===== config.mk =====
export PLATFORM = sky130hd
export DESIGN_NAME = replay_sram
export DESIGN_NICKNAME = d
export VERILOG_FILES = /design/src/verilog/replay_pkg.sv /design/src/verilog/replay_sram.sv
export SDC_FILE = /design/constraint.sdc
export NUM_CORES = 2
export LEC_CHECK = 0
export BUFFER_PORTS_ARGS = -buffer_cell sky130_fd_sc_hd__buf_4
export CORE_MARGIN = 3
export CORE_UTILIZATION = 45
export CTS_CLUSTER_SIZE = 40
export DETAILED_ROUTE_END_ITERATION = 12
export GPL_TIMING_DRIVEN = 0
export HOLD_SLACK_MARGIN = 0.15
export PLACE_DENSITY = 0.69
export SLEW_MARGIN = 20
export SYNTH_ARGS = -nofsm -noshare
export SYNTH_HDL_FRONTEND = slang
export SYNTH_SLANG_ARGS = --single-unit

===== constraint.sdc =====
create_clock -name axi_aclk -period 7 [get_ports axi_aclk]
set_input_delay 0.7 -clock axi_aclk [delete_from_list [all_inputs] [get_ports axi_aclk]]
set_output_delay 0.7 -clock axi_aclk [all_outputs]
set_load 0.01 [all_outputs]

===== src/verilog/replay_pkg.sv =====
// Packet capture and replay engine shared widths, sizes and types
package replay_pkg;

  // Stream widths
  localparam int data_width  = 32;
  localparam int tuser_width = 32;

  // One-hot destination field, bit dst_port_pos+q selects queue q
  localparam int dst_port_pos = 24;

  localparam int num_queues = 2;

  // Memory split into equal regions, one per queue
  localparam int region_words  = 32;
  localparam int mem_words     = 64;
  localparam int max_pkt_words = 8;

  localparam int fifo_depth = 8;

  typedef logic [data_width-1:0]  data_t;
  typedef logic [tuser_width-1:0] tuser_t;

  typedef logic [5:0] mem_addr_t;
  // Offset in a region, wide enough to hold a full count
  typedef logic [5:0] region_ptr_t;
  // Last flag in the top bit, data below
  typedef logic [data_width:0] mem_word_t;

  typedef logic [0:0]  qid_t;
  typedef logic [31:0] drop_count_t;
  typedef logic [7:0]  replay_count_t;
  typedef logic [3:0]  fifo_level_t;

  typedef enum logic [1:0] {
    wr_idle,
    wr_store,
    wr_discard
  } wr_state_t;

  typedef enum logic {
    rd_idle,
    rd_run
  } rd_state_t;

endpackage


===== src/verilog/replay_sram.sv =====
// Dual-port packet memory, one write port and one registered read port
`timescale 1ns/1ps

module replay_sram (
  input  logic                  axi_aclk,
  input  logic                  wr_en,
  input  replay_pkg::mem_addr_t wr_addr,
  input  replay_pkg::mem_word_t wr_word,
  input  logic                  rd_en,
  input  replay_pkg::mem_addr_t rd_addr,
  output replay_pkg::mem_word_t rd_word
);

  replay_pkg::mem_word_t mem [replay_pkg::mem_words];

  always_ff @(posedge axi_aclk) begin
    if (wr_en) begin
      mem[wr_addr] <= wr_word;
    end
  end

  // Read data valid the cycle after rd_en
  always_ff @(posedge axi_aclk) begin
    if (rd_en) begin
      rd_word <= mem[rd_addr];
    end
  end

endmodule


==> impl_metrics.tcl <==
set metrics [dict create \
    hold_buffers 0 \
    ys_warn_count 0 \
    viasPerCell 6.55 \
    leakagePower_nw 29.8 \
    clk_latency_ns 0.84 \
    critPathKind "input port to register" \
    post_drt_wl_per_cell_microns 36.8 \
    setup_viol 0 \
    syn-cell-area_sq_um 81500 \
    setup_tns_ns 0 \
    grt_pass1_vias 42100 \
    worstPathRequired_ns 7.58 \
    cts_inserted_buffers 210 \
    grt_usage_pct 25.9 \
    ys_seq_area_share_pct 79.0 \
    synth.avg_cell_area_sq_um 22.7 \
    crit_fanout 11 \
    synth_edf_count 2145 \
    drt-total-wl_mm 241 \
    start_util_pct 45.5 \
    rows 155 \
    hold_path_class "input port to register" \
    worstMarginPinSlew_ns 1.25 \
    p_int_mw 21.0 \
    dieWidth_microns 432 \
    place_congestion 0.845 \
    io_buffers 71 \
    design.die.area_sq_um 186000 \
    p_sw_share_pct 21.9 \
    grt_max_degree 65 \
    drv_slew 0 \
    period_needed_ns 4.01 \
    grt_pass1_wl_mm 334 \
    grt_antenna_before_repair 26 \
    synthToLayoutAreaGrowth_pct 17.2 \
    die_y_microns 432 \
    num_vias 43000 \
    ant_nets 0 \
    io_pins 81 \
    skew_ns 0.0359 \
    crit_arrival_ns 4.59 \
    synth.distinct_cells 45 \
    syn-num-nets 3646 \
    cp-end-kind "register" \
    coreArea_sq_um 179000 \
    synth_async_sr_flop_share_pct 0 \
    syn_inst 3598 \
    clk_path_buf_depth 3 \
    htree_levels 4 \
    drv_cap 0 \
    pwr-share-comb_pct 5.5 \
    nets 4060 \
    drt-initial-drc-count 7190 \
    root_buffer "clkbuf_16" \
    period_share_pct 57.2 \
    dr.pass1.iters 6 \
    power.net_switching_mw 5.89 \
    status "finished clean" \
    fmax_ghz 0.250 \
    clock_power_share_pct 41.4 \
    p_seq_share_pct 53.1 \
    start_kind "input port" \
    dpl.cell_count 6155 \
    grt_overflow 0 \
    hold_viol 0 \
    clkTransAtPathRegs_ns 0.06 \
    peakVddDrop_uv 285 \
    tritoncts "built" \
    p_per_area_nw_per_um2 281 \
    synth-seq-cells 2145 \
    rsz0062_at_grt "false" \
    stdcell_count 6565 \
    synth_flop_cell "edfxtp_1" \
    ctsResizeCount 0 \
    clock_sinks 2145 \
    cts_setup_buffers 0 \
    layout-drive-gt1-share_pct 28.3 \
    drc 0 \
    slew_headroom_pct 16.4 \
    hpwl_mm 159 \
]
## per-layer routing
| metal | GRT usage, % | vias up | wire length, microns |
|---|---|---|---|
| li1 | - | 16300 | - |
| met1 | 34.5 | 22400 | 84300 |
| met2 | 38.8 | 3604 | 109000 |
| met3 | 7.02 | 710 | 31300 |
| met4 | 14.8 | 12 | 16300 |
| met5 | 0 | - | 88 |
## area by class of cell
| type | count | area, sq um |
|---|---|---|
| clock inverter | 135 | 1270 |
| fill | 13200 | 83700 |
| inverter | 3 | 11.3 |
| timing repair buffer | 202 | 3730 |
| antenna | 22 | 55.1 |
| multi-input combinational | 1246 | 16400 |
| buffer | 204 | 1190 |
| clock buffer | 253 | 5500 |
| tap | 2355 | 2950 |
| sequential | 2145 | 64400 |
## final timing paths
path / startpoint / to / slack [ns] / depth (start not counted)
hold / removal: wr_word[9] / mem[0][9] / 0.39 / 1
hold reg to reg: mem[8][8] / rd_word[8] / 0.94 / 4
setup / recovery: rd_addr[1] / rd_word[21] / 2.99 / 8
setup reg to reg: mem[41][16] / rd_word[16] / 4.11 / 5
## power groups by stage
stage | combinational, mW | clock (mW) | sequential, mW
6_report | 1.47 | 11.1 | 14.3
5_1_grt | 1.51 | 11.7 | 14.3
4_1_cts | 1.44 | 11.2 | 14.3
3_5_place_dp | 1.44 | 0 | 14.5
3_3_place_gp | 1.37 | 0 | 14.5
2_1_floorplan | 0.684 | 0 | 14.6
## metrics by stage
stage	setup WS (ns)	area [sq um]	power (mW)	util (%)	hold WS, ns
5_1_grt	3.08	95500	27.5	53.3	0.396
3_5_place_dp	2.42	88700	16.0	49.5	0.934
4_1_cts	3.28	95500	26.9	53.3	0.347
3_3_place_gp	-0.118	85000	15.9	47.4	0.952
6_report	2.99	95500	26.9	53.3	0.392
2_1_floorplan	3.07	81500	15.2	-	0.753
## state kept, by name, summed over array words and instances, names as in the netlist
register / cells
mem: 2112
rd_word: 33
## cells in the mapped netlist, types with 10 or more instances
cell type  number  share of area (%)
nand4_1        41               0.31
mux4_2        485                 13
o221ai_1       46               0.49
o22ai_1        59               0.45
mux2i_1        96                1.2
buf_6          28               0.39
nor2b_1        23               0.18
edfxtp_1     2145                 79
o21ai_0        13              0.080
a211oi_1       19               0.17
buf_4          17               0.16
clkbuf_1       82               0.38
and3_1         19               0.15
and2_1         12              0.092
a22oi_1        77               0.71
buf_1          13              0.060
a211oi_2       10               0.15
nor2_1         71               0.33
nand2_1       102               0.47
a21oi_1        17               0.10
buf_2          58               0.36
nand3_1        86               0.53
## logic make-up after synthesis
| kind of cell | count (synthesis) | synth area share [%] |
|---|---|---|
| buffers and inverters | 207 | 1.47 |
| AO/OA/AOI/OAI | 281 | 2.60 |
| multiplexers | 587 | 14.7 |
| AND/OR/NAND/NOR | 378 | 2.26 |
| flip-flops | 2145 | 79.0 |
## cell usage in the layout, fill, tap and decap left out, types with 9 or more instances in the layout
cell type,netlist,final
clkinv_2,0,35
clkbuf_1,82,114
nand2_1,102,102
a21oi_1,17,17
and3_1,19,19
buf_12,1,26
clkinv_1,1,59
buf_1,13,12
o21ai_0,13,13
a211oi_1,19,19
clkbuf_16,0,214
buf_6,28,31
buf_4,17,96
nor2_4,0,62
nand3_1,86,86
mux2i_1,96,96
diode_2,0,22
buf_16,0,94
edfxtp_1,2145,2145
a211oi_2,10,10
and2_1,12,12
clkinvlp_4,0,9
o221ai_1,46,46
nor2b_1,23,23
a22oi_1,77,77
mux4_2,485,485
buf_2,58,58
bufinv_16,0,18
o22ai_1,59,58
nand4_1,41,41
## worst max-delay path: stages
cell      delay (ns)
buf_2           0.23
buf_4           0.30
buf_2           0.45
buf_1           0.73
nand2_1         0.83
o221ai_1        0.63
o22ai_1         0.34
and3_1          0.30
(Power assumes the default switching activity.)
