===== src/verilog/replay_pkg.sv =====
// Packet capture and replay engine shared widths, sizes and types
package replay_pkg;

  // Stream widths
  localparam int data_width  = 32;
  localparam int tuser_width = 32;

  // One-hot destination field, bit dst_port_pos+q selects queue q
  localparam int dst_port_pos = 24;

  localparam int num_queues = 2;

  // Memory split into equal regions, one per queue
  localparam int region_words  = 32;
  localparam int mem_words     = 64;
  localparam int max_pkt_words = 8;

  localparam int fifo_depth = 8;

  typedef logic [data_width-1:0]  data_t;
  typedef logic [tuser_width-1:0] tuser_t;

  typedef logic [5:0] mem_addr_t;
  // Offset in a region, wide enough to hold a full count
  typedef logic [5:0] region_ptr_t;
  // Last flag in the top bit, data below
  typedef logic [data_width:0] mem_word_t;

  typedef logic [0:0]  qid_t;
  typedef logic [31:0] drop_count_t;
  typedef logic [7:0]  replay_count_t;
  typedef logic [3:0]  fifo_level_t;

  typedef enum logic [1:0] {
    wr_idle,
    wr_store,
    wr_discard
  } wr_state_t;

  typedef enum logic {
    rd_idle,
    rd_run
  } rd_state_t;

endpackage


===== src/verilog/queue_writer.sv =====
// Ingress classifier that stores packets into per-queue regions or drops them
`timescale 1ns/1ps

module queue_writer (
  input  logic                                                 axi_aclk,
  input  logic                                                 rst,
  input  replay_pkg::data_t                                    s_axis_tdata,
  input  replay_pkg::tuser_t                                   s_axis_tuser,
  input  logic                                                 s_axis_tvalid,
  output logic                                                 s_axis_tready,
  input  logic                                                 s_axis_tlast,
  input  logic                                                 replay_busy,
  output logic                                                 wr_en,
  output replay_pkg::mem_addr_t                                wr_addr,
  output replay_pkg::mem_word_t                                wr_word,
  output replay_pkg::region_ptr_t [replay_pkg::num_queues-1:0] tail_ptr,
  output replay_pkg::drop_count_t [replay_pkg::num_queues-1:0] drop_count
);

  replay_pkg::wr_state_t state;
  replay_pkg::qid_t      cur_q;
  replay_pkg::qid_t      sel_q;
  replay_pkg::qid_t      wr_q;
  logic                  accept_en;
  logic                  count_drop;
  logic                  hit;
  logic                  room;
  logic                  beat;

  // Input is held off while a replay runs
  assign s_axis_tready = accept_en && !replay_busy;
  assign beat = s_axis_tvalid && s_axis_tready;

  // Lowest set destination bit wins
  always_comb begin
    hit = 1'b0;
    sel_q = '0;
    for (int q = replay_pkg::num_queues - 1; q >= 0; q--) begin
      if (s_axis_tuser[replay_pkg::dst_port_pos + q]) begin
        hit = 1'b1;
        sel_q = replay_pkg::qid_t'(q);
      end
    end
  end

  // Room for a packet of the largest size
  assign room = (replay_pkg::region_words - int'(tail_ptr[sel_q])) >=
                replay_pkg::max_pkt_words;

  assign wr_q = (state == replay_pkg::wr_idle) ? sel_q : cur_q;

  assign wr_en = beat && (((state == replay_pkg::wr_idle) && hit && room) ||
                          (state == replay_pkg::wr_store));
  assign wr_addr = replay_pkg::mem_addr_t'(int'(wr_q) * replay_pkg::region_words +
                                           int'(tail_ptr[wr_q]));
  assign wr_word = {s_axis_tlast, s_axis_tdata};

  always_ff @(posedge axi_aclk) begin
    if (rst) begin
      state <= replay_pkg::wr_idle;
      accept_en <= 1'b0;
      cur_q <= '0;
      count_drop <= 1'b0;
      tail_ptr <= '0;
      drop_count <= '0;
    end else begin
      accept_en <= 1'b1;
      if (wr_en) begin
        tail_ptr[wr_q] <= replay_pkg::region_ptr_t'(tail_ptr[wr_q] + 1'b1);
      end
      if (beat) begin
        case (state)
          replay_pkg::wr_idle: begin
            cur_q <= sel_q;
            count_drop <= hit && !room;
            if (hit && room) begin
              if (!s_axis_tlast) begin
                state <= replay_pkg::wr_store;
              end
            end else if (s_axis_tlast) begin
              // Single word packet dropped on its first beat
              if (hit) begin
                drop_count[sel_q] <= drop_count[sel_q] + 1'b1;
              end
            end else begin
              state <= replay_pkg::wr_discard;
            end
          end
          replay_pkg::wr_store: begin
            if (s_axis_tlast) begin
              state <= replay_pkg::wr_idle;
            end
          end
          replay_pkg::wr_discard: begin
            if (s_axis_tlast) begin
              state <= replay_pkg::wr_idle;
              if (count_drop) begin
                drop_count[cur_q] <= drop_count[cur_q] + 1'b1;
              end
            end
          end
          default: state <= replay_pkg::wr_idle;
        endcase
      end
    end
  end

endmodule


===== config.mk =====
export PLATFORM = sky130hd
export DESIGN_NAME = queue_writer
export DESIGN_NICKNAME = d
export VERILOG_FILES = /design/src/verilog/replay_pkg.sv /design/src/verilog/queue_writer.sv
export SDC_FILE = /design/constraint.sdc
export NUM_CORES = 1
export LEC_CHECK = 0
export ABC_AREA = 1
export BUFFER_PORTS_ARGS = -buffer_cell sky130_fd_sc_hd__buf_4
export CELL_PAD_IN_SITES_DETAIL_PLACEMENT = 1
export CELL_PAD_IN_SITES_GLOBAL_PLACEMENT = 1
export CORE_AREA = 2 2 177 144
export CTS_CLUSTER_DIAMETER = 40
export DETAILED_ROUTE_END_ITERATION = 16
export DIE_AREA = 0 0 179 146
export PLACE_DENSITY = 0.7
export SYNTH_ARGS = -nofsm -noshare
export SYNTH_HDL_FRONTEND = slang
export SYNTH_SLANG_ARGS = --single-unit

===== constraint.sdc =====
create_clock -name axi_aclk -period 2.1 [get_ports axi_aclk]
set_input_delay 0.315 -clock axi_aclk [delete_from_list [all_inputs] [get_ports axi_aclk]]
set_output_delay 0.315 -clock axi_aclk [all_outputs]
set_load 0.02 [all_outputs]

==> impl_metrics.env <==
export IMPL_status="finished, violations left"
export IMPL_violations="setup timing"
export IMPL_drtPass1Iterations=5
export IMPL_fmax_mhz=438
export IMPL_slew_viol_final=0
export IMPL_arrival_ns=2.60
export IMPL_cap_violations=0
export IMPL_clkSinkCount=81
export IMPL_cp_end_kind="register"
export IMPL_htreeDepth=3
export IMPL_period_share_pct=109
export IMPL_drc=0
export IMPL_grt_overflow=0
export IMPL_hold_path_class="input pin to register"
export IMPL_ant_nets=0
export IMPL_relSlewSlack_pct=63.7
export IMPL_design_core_area_um2=24200
export IMPL_period_needed_ns=2.28
export IMPL_ys_ff_latch=81
export IMPL_areaGrowthSynthToFinish_pct=61.9
export IMPL_synth_top_area_share_pct=22.6
export IMPL_clock_latency_ns=0.38
export IMPL_clk_pin_slew_ns=0.07
export IMPL_hold_violations=0
export IMPL_routed_via_count=10000
export IMPL_holdBufCountCts=0
export IMPL_crit_path_max_fanout=6
export IMPL_ys_seq_area_share_pct=22.6
export IMPL_hpwl_um=26500
export IMPL_p_leak_nw=5.21
export IMPL_globalRouteTotalUtil_pct=27.9
export IMPL_async_reset_ff_share_pct=0
export IMPL_power_mw=4.08
export IMPL_avgSynthCellArea_um2=5.61
export IMPL_cts_root_buffer="clkbuf_16"
export IMPL_fp_dieW_um=179
export IMPL_syn_nets=1355
export IMPL_rows=51
export IMPL_die_h_um=146
export IMPL_cts_buffers=9
export IMPL_rsz0062_at_grt="true"
export IMPL_yosys_warnings=0
export IMPL_synth_edff_count=0
export IMPL_finalWirelength_um=40100
export IMPL_skew_ns=0.0108
export IMPL_cp_required_ns=2.42
export IMPL_fin_area_um2=11600
export IMPL_power_density_nw_per_um2=351
export IMPL_setup_ws_ns=-0.182
export IMPL_drt_wirelength_per_cell_um=21.4
export IMPL_layout_commonest_cell="nand2_1"
export IMPL_worst_pin_slew_ns=0.541
export IMPL_nNetsFinal=1627
export IMPL_yosysUniqueCellTypes=36
export IMPL_clockBufferDepth=2
export IMPL_place_congestion=0.982
export IMPL_diodes=0
export IMPL_grt_pass1_wl_um=55900
export IMPL_io_buffers=91
export IMPL_grt_max_degree=39
export IMPL_initial_utilization_pct=29.7
export IMPL_drive_above_1_share_pct=41.4
export IMPL_vias_per_cell=5.35
export IMPL_tritoncts="done"
export IMPL_synth_ff_type="dfxtp_1"
export IMPL_place_ws_ns=-0.251
export IMPL_drtIter0Drc=799
export IMPL_vdd_drop_max_mv=0.335
export IMPL_layout_common_cells="nand2_1 (309), buf_4 (287), nand3_1 (148), inv_1 (131), nor2_1 (84)"
export IMPL_syn_area_um2=7180
export IMPL_floorplan_die_area_um2=26100
export IMPL_postSynthCellCount=1280
export IMPL_finalSetupViolations=51
export IMPL_cp_start_kind="register"
export IMPL_path_class="register to register"
export IMPL_antenna_found_initial=0
export IMPL_io_pins=186
export IMPL_synth_area_leader_cell="dfxtp_1"
export IMPL_place_area_um2=9480
export IMPL_grt_pass1_vias=9911
export IMPL_fillCellCount=3130
export IMPL_ff2ff_setup_slack_ns=-0.18
export IMPL_synth_area_top_cells="dfxtp_1 (23%), nand2_1 (20%), nand3_1 (13%)"
export IMPL_tns_ns=-4.01
## power by group
group / internal, mW / switching, mW / leakage, nW
clock network: 1.04 / 0.750 / 0.146
registers: 1.56 / 0.0228 / 0.656
logic: 0.268 / 0.439 / 4.40
## worst paths after layout
check / start / to / cells after the start
setup reg to reg: cur_q / drop_count[60] / 16
hold reg to reg: tail_ptr[0] / tail_ptr[0] / 2
setup / recovery: cur_q / drop_count[60] / 16
hold / removal: s_axis_tlast / state[1] / 3
## cell type report
class	count	area [µm²]	area share [%]
sequential	81	1630	14.0
multi-input combinational	958	5660	48.7
timing repair buffer	340	2990	25.7
tap	318	398	3.42
inverter	162	633	5.44
clock buffer	11	233	2.00
clock inverter	5	80.1	0.688
## sequential cells by signal (all words and copies together) (netlist names)
register,cells
count_drop,1
tail_ptr,12
state,2
drop_count,64
cur_q,1
accept_en,1
## Yosys cell counts (10+ instances only)
cell      count
nand3_1     183
nor2_2       20
o21ai_0      81
o21ai_1      20
nor2_1      129
o21a_1       10
buf_4        41
a21oi_1      58
inv_1       152
nand2_1     384
buf_6        10
dfxtp_1      81
o21bai_1     10
clkbuf_1     20
nand2_2      11
## logic make-up (layout without fill, tap and decap cells)
group	Yosys count	after routing	synth area share (%)
AOI/OAI and AO/OA	194	194	14.7
buffers and inverters	242	518	16.0
DFF	81	81	22.6
adders and majority gates	6	6	1.05
and+or+nand+nor	744	745	44.1
xor gates and xnor gates	13	13	1.59
## critical path: stages (launching register included)
cell,delay (ns)
dfxtp_4,0.37
buf_12,0.14
buf_12,0.14
buf_12,0.14
o21ai_4,0.19
nand2_2,0.12
nor2_4,0.14
buf_6,0.14
inv_2,0.04
nor2_1,0.12
buf_4,0.20
nand2_1,0.09
nand2_2,0.08
nand3_1,0.09
nand3_2,0.12
nand2_1,0.05
inv_1,0.04
## per-layer routing
metal	vias up	part of all wire [%]	GRT usage, %
li1	4593	-	-
met3	87	5.9	4.34
met4	0	3.0	8.70
met2	369	48	45.4
met5	-	0	0
met1	4988	43	37.5
## metrics by stage
step           util, %  hold WS (ns)  instances
6_report          48.1         0.362       1875
2_1_floorplan        -         0.451       1280
3_3_place_gp      39.2         0.465       1823
4_1_cts           43.0         0.325       1857
5_1_grt           48.1         0.412       1875
3_5_place_dp      39.2         0.484       1823
## timing repair
action,CTS,global route
endpoints found under the setup margin,75,79
pin swaps,33,107
setup buffers,14,16
gates resized for setup,121,270
gates cloned,4,3
Power figures use the tool's default switching activity.
