## config.mk

```make
export PLATFORM = sky130hd
export DESIGN_NAME = egress_fifo
export DESIGN_NICKNAME = d
export VERILOG_FILES = /design/src/verilog/replay_pkg.sv /design/src/verilog/egress_fifo.sv
export SDC_FILE = /design/constraint.sdc
export NUM_CORES = 1
export LEC_CHECK = 0
export BUFFER_PORTS_ARGS = -buffer_cell sky130_fd_sc_hd__buf_2
export CAP_MARGIN = 15
export CORE_ASPECT_RATIO = 1.1
export CORE_UTILIZATION = 54
export CTS_CLUSTER_DIAMETER = 150
export DETAILED_ROUTE_END_ITERATION = 10
export GPL_TIMING_DRIVEN = 0
export MAX_ROUTING_LAYER = met4
export PLACE_DENSITY = 0.84
export RECOVER_POWER = 100
export SYNTH_ARGS = -nofsm -noshare
export SYNTH_HDL_FRONTEND = slang
export SYNTH_SLANG_ARGS = --single-unit
```

## constraint.sdc

```tcl
create_clock -name axi_aclk -period 7.55 [get_ports axi_aclk]
set_input_delay 1.51 -clock axi_aclk [delete_from_list [all_inputs] [get_ports axi_aclk]]
set_output_delay 1.51 -clock axi_aclk [all_outputs]
set_load 0.05 [all_outputs]
```

## src/verilog/replay_pkg.sv

```systemverilog
// Packet capture and replay engine shared widths, sizes and types
package replay_pkg;

  // Stream widths
  localparam int data_width  = 32;
  localparam int tuser_width = 32;

  // One-hot destination field, bit dst_port_pos+q selects queue q
  localparam int dst_port_pos = 24;

  localparam int num_queues = 2;

  // Memory split into equal regions, one per queue
  localparam int region_words  = 32;
  localparam int mem_words     = 64;
  localparam int max_pkt_words = 8;

  localparam int fifo_depth = 8;

  typedef logic [data_width-1:0]  data_t;
  typedef logic [tuser_width-1:0] tuser_t;

  typedef logic [5:0] mem_addr_t;
  // Offset in a region, wide enough to hold a full count
  typedef logic [5:0] region_ptr_t;
  // Last flag in the top bit, data below
  typedef logic [data_width:0] mem_word_t;

  typedef logic [0:0]  qid_t;
  typedef logic [31:0] drop_count_t;
  typedef logic [7:0]  replay_count_t;
  typedef logic [3:0]  fifo_level_t;

  typedef enum logic [1:0] {
    wr_idle,
    wr_store,
    wr_discard
  } wr_state_t;

  typedef enum logic {
    rd_idle,
    rd_run
  } rd_state_t;

endpackage

```

## src/verilog/egress_fifo.sv

```systemverilog
// Per-queue egress buffer driving one master stream
`timescale 1ns/1ps

module egress_fifo (
  input  logic                    axi_aclk,
  input  logic                    rst,
  input  logic                    push,
  input  replay_pkg::mem_word_t   push_word,
  output replay_pkg::data_t       m_axis_tdata,
  output logic                    m_axis_tvalid,
  input  logic                    m_axis_tready,
  output logic                    m_axis_tlast,
  output replay_pkg::fifo_level_t level
);

  replay_pkg::mem_word_t                        buffer [replay_pkg::fifo_depth];
  logic [$clog2(replay_pkg::fifo_depth)-1:0] wr_ptr;
  logic [$clog2(replay_pkg::fifo_depth)-1:0] rd_ptr;
  logic                                         pop;

  // Head word stays put until taken
  assign m_axis_tvalid = (level != '0);
  assign m_axis_tdata = buffer[rd_ptr][replay_pkg::data_width-1:0];
  assign m_axis_tlast = buffer[rd_ptr][replay_pkg::data_width];
  assign pop = m_axis_tvalid && m_axis_tready;

  always_ff @(posedge axi_aclk) begin
    if (push) begin
      buffer[wr_ptr] <= push_word;
    end
  end

  always_ff @(posedge axi_aclk) begin
    if (rst) begin
      wr_ptr <= '0;
      rd_ptr <= '0;
      level <= '0;
    end else begin
      if (push) begin
        if (int'(wr_ptr) == replay_pkg::fifo_depth - 1) begin
          wr_ptr <= '0;
        end else begin
          wr_ptr <= wr_ptr + 1'b1;
        end
      end
      if (pop) begin
        if (int'(rd_ptr) == replay_pkg::fifo_depth - 1) begin
          rd_ptr <= '0;
        end else begin
          rd_ptr <= rd_ptr + 1'b1;
        end
      end
      case ({push, pop})
        2'b10: level <= level + 1'b1;
        2'b01: level <= level - 1'b1;
        default: level <= level;
      endcase
    end
  end

endmodule

```

==> summary.txt, run 1 <==
GRT
  • Largest net degree at the start of global routing: 26
  • First-pass GRT wire length: 33.2 mm
  • Antenna violations before repair: 1
  • Vias in the first global route: 5530
  • Overflow after GRT: 0
  • Gr usage total: 0.239

Critical path
  • CP max-delay cell: clkbuf_1
  • Crit path max-delay family: buffers and inverters
  • Critical Path Max Stage Delay: 0.70 ns
  • Crit path DAT: 3.19 ns
  • WP buf/inv: 3
  • CP endpoint kind: output pin
  • Cells along the critical path: clkbuf_1 > clkbuf_1 > mux4_2 > mux2_2 > clkbuf_1
  • Critical setup path kind: flop to output pin
  • Startpoint types: flop
  • Crit path max fanout: 10
  • Data required time of the worst path: 6.04 ns
  • Most frequent CP cell: clkbuf_1

Cells and area
  • Final net count: 614
  • Most common cell after layout, fill and taps aside: edfxtp_1
  • Final core utilization: 0.630
  • Area growth syn-to-layout: 14.3%
  • Layout cells sized above 1: 0.246
  • Commonest cells after routing, fill and taps aside: 264 x edfxtp_1, 97 x clkbuf_1, 60 x mux4_2

Yosys
  • Main combinational cell family by area after synthesis: multiplexers
  • Synth warn: 0
  • Synth unique cells: 27
  • Post-Syn Nets: 499
  • Adder-Cell Fraction of Synth Area: 0.00829
  • Cell count after synthesis: 455
  • Area leader, netlist: edfxtp_1
  • Mux contribution to synthesized area: 0.182
  • Share of the synthesized area in the top cell type: 0.750
  • #FFs+latches synth: 277
  • Largest cells by area after synthesis: edfxtp_1 75%, mux4_2 13%, mux2_2 3.6%
  • Simple-gate share of the synthesized area: 0.0153
  • Post-synthesis cell area: 10600 sq um
  • Synth Area per Inst: 23.2 sq um
  • Post-synthesis xor/xnor area fraction: 0.00249
  • Compound-gate portion of the synthesized area: 0.00533
  • Sequential-to-total area share from yosys stat: 0.775

Routing
  • DR vias/cell: 6.14
  • Detailed Routing Iterations Pass 1: 5
  • Post-route ant nets: 0
  • Via count: 5147
  • 1st-iter DRT viols: 377
  • Routed length per instance: 26.7 um
  • DRC violations left: 0
  • Total Wirelength: 22.4 mm

Power
  • Internal Power: 2840 uW
  • Clock Power Share: 0.331
  • Gate power share: 0.230
  • Pwr Density: 331 nW/um^2
  • Pleak: 0.00377 uW
  • Net Sw Frac: 0.288
  • Switching power: 1150 uW
  • VDD IR max: 0.000262 V
  • Flop pwr share: 0.439

Timing
  • Fin crit period: 4.70 ns
  • Setup TNS: 0 ns
  • Relative slew slack: -0.264
  • Final Setup Violations: 0
  • Worst-Margin Slew: 1.90 ns
  • Fmax achieved: 213 MHz
  • Hold_ws: 0.543 ns
  • Period utilization: 0.622
  • Final Skew: 0.0171 ns
  • RSZ-0062 raised after global routing: false
  • Pins over their slew limit: 155
  • Final hold vios: 0

Floorplanning
  • Die area: 20100 sq um
  • Initial Util: 0.551
  • Die Y: 149 um
  • Row count: 53
  • Die Wd: 135 um
  • # IOs: 75
  • Core Area: 19200 sq um

Place
  • Port Buffers: 74
  • Placer congestion estimate: 0.729
  • Final HPWL DP: 12.6 mm

Clocking
  • Clock latency on the worst-skew pair: 0.53 ns
  • Root buffer cell: clkbuf_16
  • Post-CTS setup buffer count: 0
  • CTS tree: yes
  • Max Root-Sink Buffers: 3
  • Clock transition at path regs: 0.06 ns
  • TritonCTS Buffers: 26
  • H-tree depth: 1
  • CTS Sinks: 277
  • Post-CTS Resized: 0
  • Hold buffer count at CTS: 0

Status
  • Failing checks: capacitance limit, slew limit
  • Outcome: finished with violations

Run
  • Max cap viols: 8

Worst hold path
  • Hold Path Class: flop to flop
## cells in the mapped netlist (all sizes together)
master / count
nor2: 14
a21oi: 6
ha: 7
or3: 2
edfxtp: 264
inv: 2
mux2i: 3
nand3: 1
mux4: 66
nand4b: 1
mux2: 34
nand2b: 4
or4: 1
clkbuf: 7
nor3b: 1
buf: 12
o21ai: 2
nand2: 7
xor2: 3
o22ai: 1
nor3: 2
dfxtp: 13
nor2b: 1
a32o: 1
## layout make-up
type | count | area [sq um]
Sequential cell | 277 | 8190
Fill cell | 1266 | 7090
Antenna cell | 1 | 2.50
Timing Repair Buffer | 87 | 333
Tap cell | 247 | 309
Inverter | 2 | 7.51
Clock inverter | 15 | 150
Buffer | 19 | 111
Multi-Input combinational cell | 157 | 2250
Clock buffer | 33 | 718
## tightest hold or removal path, stage by stage (launching register included)
cell     delay (ns)
dfxtp_1        0.33
nand2_1        0.07
a21oi_1        0.09
## metal layers
metal	global-route usage	routed length, um	vias to the layer above
li1	-	-	2155
met1	0.292	8320	2687
met2	0.407	11800	243
met3	0.0372	1520	62
met4	0.0843	766	0
met5	-	0	-
## registers in the layout (all words and copies together), names as in the netlist, named ones only
register	flops
rd_ptr	3
wr_ptr	3
level	4
buffer	264
## path summary, 6_finish.rpt
path | start | to | slack, ns | depth (start not counted)
min | rd_ptr[2]$_SDFFE_PP0N_ | flop | 0.54 | 2
max | flop | m_axis_tdata[3] | 2.85 | 5
min reg2reg | rd_ptr[2]$_SDFFE_PP0N_ | flop | 0.54 | 2
max reg2reg | wr_ptr[0]$_SDFFE_PP0P_ | buffer[1][14]$_DFFE_PP_ | 4.15 | 4
## through the flow
stage	power [uW]	cell area, sq um	setup WS [ns]	cells
CTS	4040	12400	3.25	837
finish	4000	12100	2.85	838
detailed placement	2720	11500	3.99	789
global placement	2690	11200	0.833	776
floorplan	2510	10600	3.19	455
global route	4120	12100	2.79	838
## logic make-up (layout without fill, tap and decap cells)
group	Yosys count	in the layout
compound gates	10	10
xor+xnor	3	3
fa+ha+maj	7	7
buf+inv	21	156
flops	277	277
mux	103	103
other cells	0	1
simple gates	34	34
## power groups by stage
stage                     registers, uW  clock network, uW  logic, uW
final                              1750               1320        920
after global placement             1780                  0        909
after CTS                          1750               1330        961
after detailed placement           1780                  0        939
after global routing               1760               1390        969
after floorplan                    1800                  0        708
No activity file was read; power rests on OpenSTA's default activity.
==> run 2: changes to the inputs <==
--- a/config.mk
+++ b/config.mk
@@ -5,6 +5,7 @@
 export SDC_FILE = /design/constraint.sdc
 export NUM_CORES = 1
 export LEC_CHECK = 0
+export ABC_AREA = 1
 export BUFFER_PORTS_ARGS = -buffer_cell sky130_fd_sc_hd__buf_2
 export CAP_MARGIN = 15
 export CORE_ASPECT_RATIO = 1.1
@@ -13,7 +14,7 @@
 export DETAILED_ROUTE_END_ITERATION = 10
 export GPL_TIMING_DRIVEN = 0
 export MAX_ROUTING_LAYER = met4
-export PLACE_DENSITY = 0.84
+export PLACE_DENSITY = 0.83
 export RECOVER_POWER = 100
 export SYNTH_ARGS = -nofsm -noshare
 export SYNTH_HDL_FRONTEND = slang
==> constraint.sdc (replaced) <==
create_clock -name axi_aclk -period 4.61 [get_ports axi_aclk]
set_input_delay 0.922 -clock axi_aclk [delete_from_list [all_inputs] [get_ports axi_aclk]]
set_output_delay 0.922 -clock axi_aclk [all_outputs]
set_load 0.05 [all_outputs]
==> summary.txt, run 2 <==
GRT
  • Met3 GRT Util: 0.0321
  • Antenna violations before repair: 1
  • Vias in the first global route: 7083
  • Largest net degree at the start of global routing: 25
  • Grt met2 use: 0.412
  • Gr usage total: 0.247
  • Overflow after GRT: 0
  • Grt peak-use layer: met2
  • Met1 Use GR: 0.308
  • First-pass GRT wire length: 37.2 mm

Place
  • Port Buffers: 74
  • Placed instance area: 11900 sq um
  • Final HPWL DP: 15.3 mm
  • Placer congestion estimate: 0.798

Clocking
  • CTS tree: yes
  • H-tree depth: 1
  • Root buffer cell: clkbuf_16
  • Clock transition at path regs: 0.06 ns
  • Clock latency on the worst-skew pair: 0.54 ns
  • Hold buffer count at CTS: 0
  • Post-CTS setup buffer count: 0
  • Max Root-Sink Buffers: 3
  • TritonCTS Buffers: 27
  • CTS Sinks: 277
  • Post-CTS Resized: 0

Timing
  • Final hold vios: 0
  • Final Skew: 0.0111 ns
  • Pins over their slew limit: 99
  • Final Setup Violations: 0
  • Worst-Margin Slew: 1.70 ns
  • RSZ-0062 raised after global routing: false
  • Setup TNS: 0 ns
  • Fin crit period: 3.56 ns
  • Fmax achieved: 281 MHz
  • Period utilization: 0.773
  • Relative slew slack: -0.130

Cells and area
  • Most common cell after layout, fill and taps aside: edfxtp_1
  • Final net count: 983
  • Fillers: 1448
  • Layout cells sized above 1: 0.0740
  • Commonest cells after routing, fill and taps aside: 264 x edfxtp_1, 150 x nor2_1, 112 x nand2_1
  • Largest register FFs: 264
  • Area growth syn-to-layout: 14.1%
  • Regs by FF count: buffer (264), level (4)
  • Post-Layout Inst Area: 12500 sq um
  • Biggest register: buffer

Critical path
  • Crit path DAT: 2.64 ns
  • Startpoint types: flop
  • CP endpoint kind: output pin
  • FF-to-FF setup slack: 1.37 ns
  • Critical setup path kind: flop to output pin
  • Crit path max fanout: 10
  • Data required time of the worst path: 3.69 ns

Routing
  • Post-route ant nets: 0
  • Routed length per instance: 20.1 um
  • DRC violations left: 0
  • Total Wirelength: 24.4 mm
  • Detailed Routing Iterations Pass 1: 5
  • DR vias/cell: 5.85
  • 1st-iter DRT viols: 722
  • Via count: 7100

Floorplanning
  • Initial Util: 0.551
  • Die Wd: 138 um
  • Core Area: 19900 sq um
  • Die area: 20800 sq um
  • Row count: 54
  • # IOs: 75
  • Die Y: 151 um

Power
  • Pwr Density: 596 nW/um^2
  • VDD IR max: 0.000437 V
  • Total Power: 7440 uW
  • Pleak: 0.00428 uW

Yosys
  • Synth unique cells: 25
  • Simple-gate share of the synthesized area: 0.0925
  • Synth Area per Inst: 13.2 sq um
  • Mux contribution to synthesized area: 0.0302
  • Main combinational cell family by area after synthesis: simple AND/OR/NAND/NOR gates
  • Largest cells by area after synthesis: edfxtp_1 72%, nor2_1 5.1%, nand2_1 3.8%
  • Area leader, netlist: edfxtp_1
  • Synth warn: 0
  • Post-Syn Nets: 872
  • Adder-Cell Fraction of Synth Area: 0.00800
  • Cell count after synthesis: 828
  • Share of the synthesized area in the top cell type: 0.724
  • Most numerous cell in the Yosys netlist: edfxtp_1
  • #FFs+latches synth: 277
  • Async S/R FF share, synth: 0
  • Post-synthesis xor/xnor area fraction: 0.00160
  • Sequential-to-total area share from yosys stat: 0.748
  • EDFF count, synth: 264
  • Most common library cells after synthesis: 264 x edfxtp_1, 150 x nor2_1, 112 x nand2_1, 76 x o21ai_0, 65 x o21ai_1
  • Post-synthesis cell area: 10900 sq um
  • Top FF cell, synth: edfxtp_1
  • Compound-gate portion of the synthesized area: 0.0883

Run
  • Max cap viols: 4

Status
  • Failing checks: capacitance limit, slew limit
  • Outcome: finished with violations

Worst hold path
  • Hold Path Class: flop to flop
## run 2: cell count changes in the layout (fill, tap and decap cells not counted), moves of 5 or more
cell / change
o21ai_1: +65
mux2_2: -34
o21ai_0: +74
buf_2: +9
mux4_1: -6
nor2_1: +136
inv_1: +9
nand2_1: +105
o22ai_1: +32
mux2i_1: +30
clkbuf_1: +5
mux4_2: -60
## run 2: area by class of cell
class	instances	area (sq um)	area share
antenna	1	2.50	0.000200
buffer	46	298	0.0238
clock buffer	32	694	0.0556
clock inverter	18	216	0.0173
inverter	12	47.5	0.00381
multi-input combinational	493	2410	0.193
sequential	277	8190	0.656
tap	252	315	0.0253
timing repair buffer	82	310	0.0248
## run 2: stage by stage
stage	hold WS [ns]	std cells	worst slack, ns	util
floorplan	0.454	828	1.45	-
global placement	0.483	1154	0.275	0.586
detailed placement	0.510	1162	1.84	0.598
CTS	0.525	1212	1.29	0.644
global route	0.549	1213	0.936	0.629
finish	0.521	1213	1.05	0.629
## run 2: path summary, 6_finish.rpt
| check | from | to | cells past startpoint |
|---|---|---|---|
| hold reg to reg | level[0]$_SDFFE_PP0P_ | level[0]$_SDFFE_PP0P_ | 1 |
| hold / removal | level[0]$_SDFFE_PP0P_ | level[0]$_SDFFE_PP0P_ | 1 |
| setup / recovery | flop | m_axis_tdata[19] | 8 |
| setup reg to reg | wr_ptr[0]$_SDFFE_PP0P_ | buffer[0][16]$_DFFE_PP_ | 3 |
## run 2: cells by family after synthesis
logic type,Yosys count
flip-flops,277
XOR/XNOR,2
AND/OR/NAND/NOR,267
multiplexers,33
adder cells (fa/ha/maj),7
buffers and inverters,58
AO/OA/AOI/OAI,184
## run 2: critical path, stage by stage, from the launching register on
cell and delay (ns):
dfxtp_1 0.36, buf_6 0.17, inv_4 0.10, clkbuf_1 0.46
nor2_1 0.11, o21ai_1 0.23, nand2_1 0.10, nand2_1 0.10
clkbuf_1 0.48
## run 2: power by group
group	switching, uW	internal (uW)
clock network	906	1350
logic	1730	544
registers	51.4	2860
## run 2: layer usage
metal / wire [um] / share of wire / vias to the layer above
li1: - / - / 3212
met1: 9380 / 0.39 / 3445
met2: 12300 / 0.50 / 374
met3: 1960 / 0.081 / 69
met4: 742 / 0.030 / 0
met5: 0 / 0 / -
==> run 3: changes to the inputs <==
--- a/config.mk
+++ b/config.mk
@@ -14,7 +14,7 @@
 export DETAILED_ROUTE_END_ITERATION = 10
 export GPL_TIMING_DRIVEN = 0
 export MAX_ROUTING_LAYER = met4
-export PLACE_DENSITY = 0.83
+export PLACE_DENSITY = 0.86
 export RECOVER_POWER = 100
 export SYNTH_ARGS = -nofsm -noshare
 export SYNTH_HDL_FRONTEND = slang
==> constraint.sdc (replaced) <==
create_clock -name axi_aclk -period 3 [get_ports axi_aclk]
set_input_delay 0.6 -clock axi_aclk [delete_from_list [all_inputs] [get_ports axi_aclk]]
set_output_delay 0.6 -clock axi_aclk [all_outputs]
set_load 0.05 [all_outputs]
==> summary.txt, run 3 (synthesized netlist as in run 2, its figures left out) <==
Routing
  • Routed length per instance: 20.5 um
  • DRC violations left: 0
  • Post-route ant nets: 0
  • DR vias/cell: 5.81
  • Via count: 7037
  • Detailed Routing Iterations Pass 1: 5
  • Total Wirelength: 24.8 mm
  • 1st-iter DRT viols: 824

GRT
  • First-pass GRT wire length: 37.2 mm
  • Vias in the first global route: 7026
  • Largest net degree at the start of global routing: 29
  • Gr usage total: 0.249
  • Antenna violations before repair: 2
  • Overflow after GRT: 0

Status
  • Failing checks: capacitance limit, slew limit, setup timing
  • Outcome: finished with violations

Clocking
  • Hold buffer count at CTS: 0
  • CTS tree: yes
  • H-tree depth: 1
  • CTS Sinks: 277
  • Clock latency on the worst-skew pair: 0.53 ns
  • Root buffer cell: clkbuf_16
  • Max Root-Sink Buffers: 3
  • TritonCTS Buffers: 27
  • Clock transition at path regs: 0.06 ns

Floorplanning
  • Core Area: 19900 sq um
  • Die Wd: 138 um
  • Row count: 54
  • # IOs: 75
  • Initial Util: 0.551
  • Die area: 20800 sq um
  • Die Y: 151 um

Timing
  • Final Skew: 0.0144 ns
  • Setup TNS: -0.00818 ns
  • Final hold vios: 0
  • Fmax achieved: 332 MHz
  • Period utilization: 1.00
  • Fin crit period: 3.01 ns
  • Pins over their slew limit: 16
  • Relative slew slack: -0.225
  • Final Setup Violations: 1
  • Worst-Margin Slew: 1.83 ns
  • Final setup margin: -0.00818 ns

Critical path
  • Crit path max-delay family: buffers and inverters
  • Startpoint types: flop
  • Data required time of the worst path: 2.40 ns
  • Cells along the critical path: buf_6 > inv_4 > buf_1 > nor2_1 > o21ai_1 > nand2_1 > nand2_1 > buf_2
  • CP endpoint kind: output pin
  • CP max-delay cell: buf_1
  • Critical Path Max Stage Delay: 0.48 ns
  • Most frequent CP cell: nand2_1
  • Critical setup path kind: flop to output pin
  • Crit path DAT: 2.41 ns
  • Crit path max fanout: 10
  • WP buf/inv: 4

Cells and area
  • Fillers: 1427
  • Commonest cells after routing, fill and taps aside: 264 x edfxtp_1, 150 x nor2_1, 112 x nand2_1
  • Final core utilization: 0.630
  • Area growth syn-to-layout: 14.4%
  • Footprint of the multi-input gates: 2410 sq um
  • Sequential cell area: 8190 sq um
  • Biggest register: buffer
  • Regs by FF count: buffer (264), level (4)
  • Most common cell after layout, fill and taps aside: edfxtp_1
  • Final net count: 983
  • Largest register FFs: 264
  • Layout cells sized above 1: 0.129

Place
  • Placer congestion estimate: 0.797
  • Final HPWL DP: 15.5 mm
  • Dpl ws: 0.544 ns
  • Port Buffers: 74

Power
  • Pleak: 0.00442 uW
  • Total Power: 11400 uW
  • VDD IR max: 0.000770 V
  • Pwr Density: 907 nW/um^2

Run
  • Max cap viols: 1

Worst hold path
  • Hold Path Class: primary input to flop
## run 3: what timing repair did
item / in CTS / in global routing
gates resized for setup: 3 / 20
setup endpoints to repair: 2 / 23
buffers inserted: 0 / 0
## run 3: report_power, final
| part | internal (uW) | leakage, uW | switching [uW] | total (uW) |
|---|---|---|---|---|
| Sequential | 4390 | 0.00251 | 79.3 | 4470 |
| Clock | 1900 | 0.000420 | 1380 | 3290 |
| Combinational | 922 | 0.00150 | 2680 | 3600 |
## run 3: metal layers
layer	track usage	part of all wire	up-vias
met5	-	0	-
met4	0.115	0.033	0
met3	0.0361	0.085	68
met2	0.418	0.51	420
met1	0.299	0.37	3337
li1	-	-	3212
## run 3: layout make-up
class | instances | share of cell area
Buffer | 46 | 0.0250
Clock inverter | 17 | 0.0128
Antenna cell | 2 | 0.000400
Tap cell | 252 | 0.0252
Multi-Input combinational cell | 493 | 0.193
Clock buffer | 31 | 0.0552
Timing Repair Buffer | 82 | 0.0308
Inverter | 12 | 0.00380
Sequential cell | 277 | 0.654
## run 3: worst register-to-register path, delay by kind of cell, from the launching register on
kind	cells	cell delay, ns
buffers and inverters	1	0.70
DFF	1	0.35
and+or+nand+nor	2	1.27
## run 3: final timing paths
path,from,to,slack (ns),cells after the start
worst min-delay path,rst,wr_ptr[0]$_SDFFE_PP0P_,0.28,2
worst min register to register,rd_ptr[2]$_SDFFE_PP0N_,flop,0.51,2
worst max-delay path,flop,m_axis_tdata[20],-0.008,8
worst max register to register,wr_ptr[0]$_SDFFE_PP0P_,buffer[0][15]$_DFFE_PP_,0.27,3
## run 3: through the flow
| stage | area, sq um | std cells | hold slack [ns] |
|---|---|---|---|
| after floorplan | 10900 | 828 | 0.454 |
| after global placement | 11600 | 1154 | 0.479 |
| after detailed placement | 11900 | 1162 | 0.507 |
| after CTS | 12700 | 1210 | 0.263 |
| after global routing | 12500 | 1212 | 0.264 |
| final | 12500 | 1212 | 0.276 |
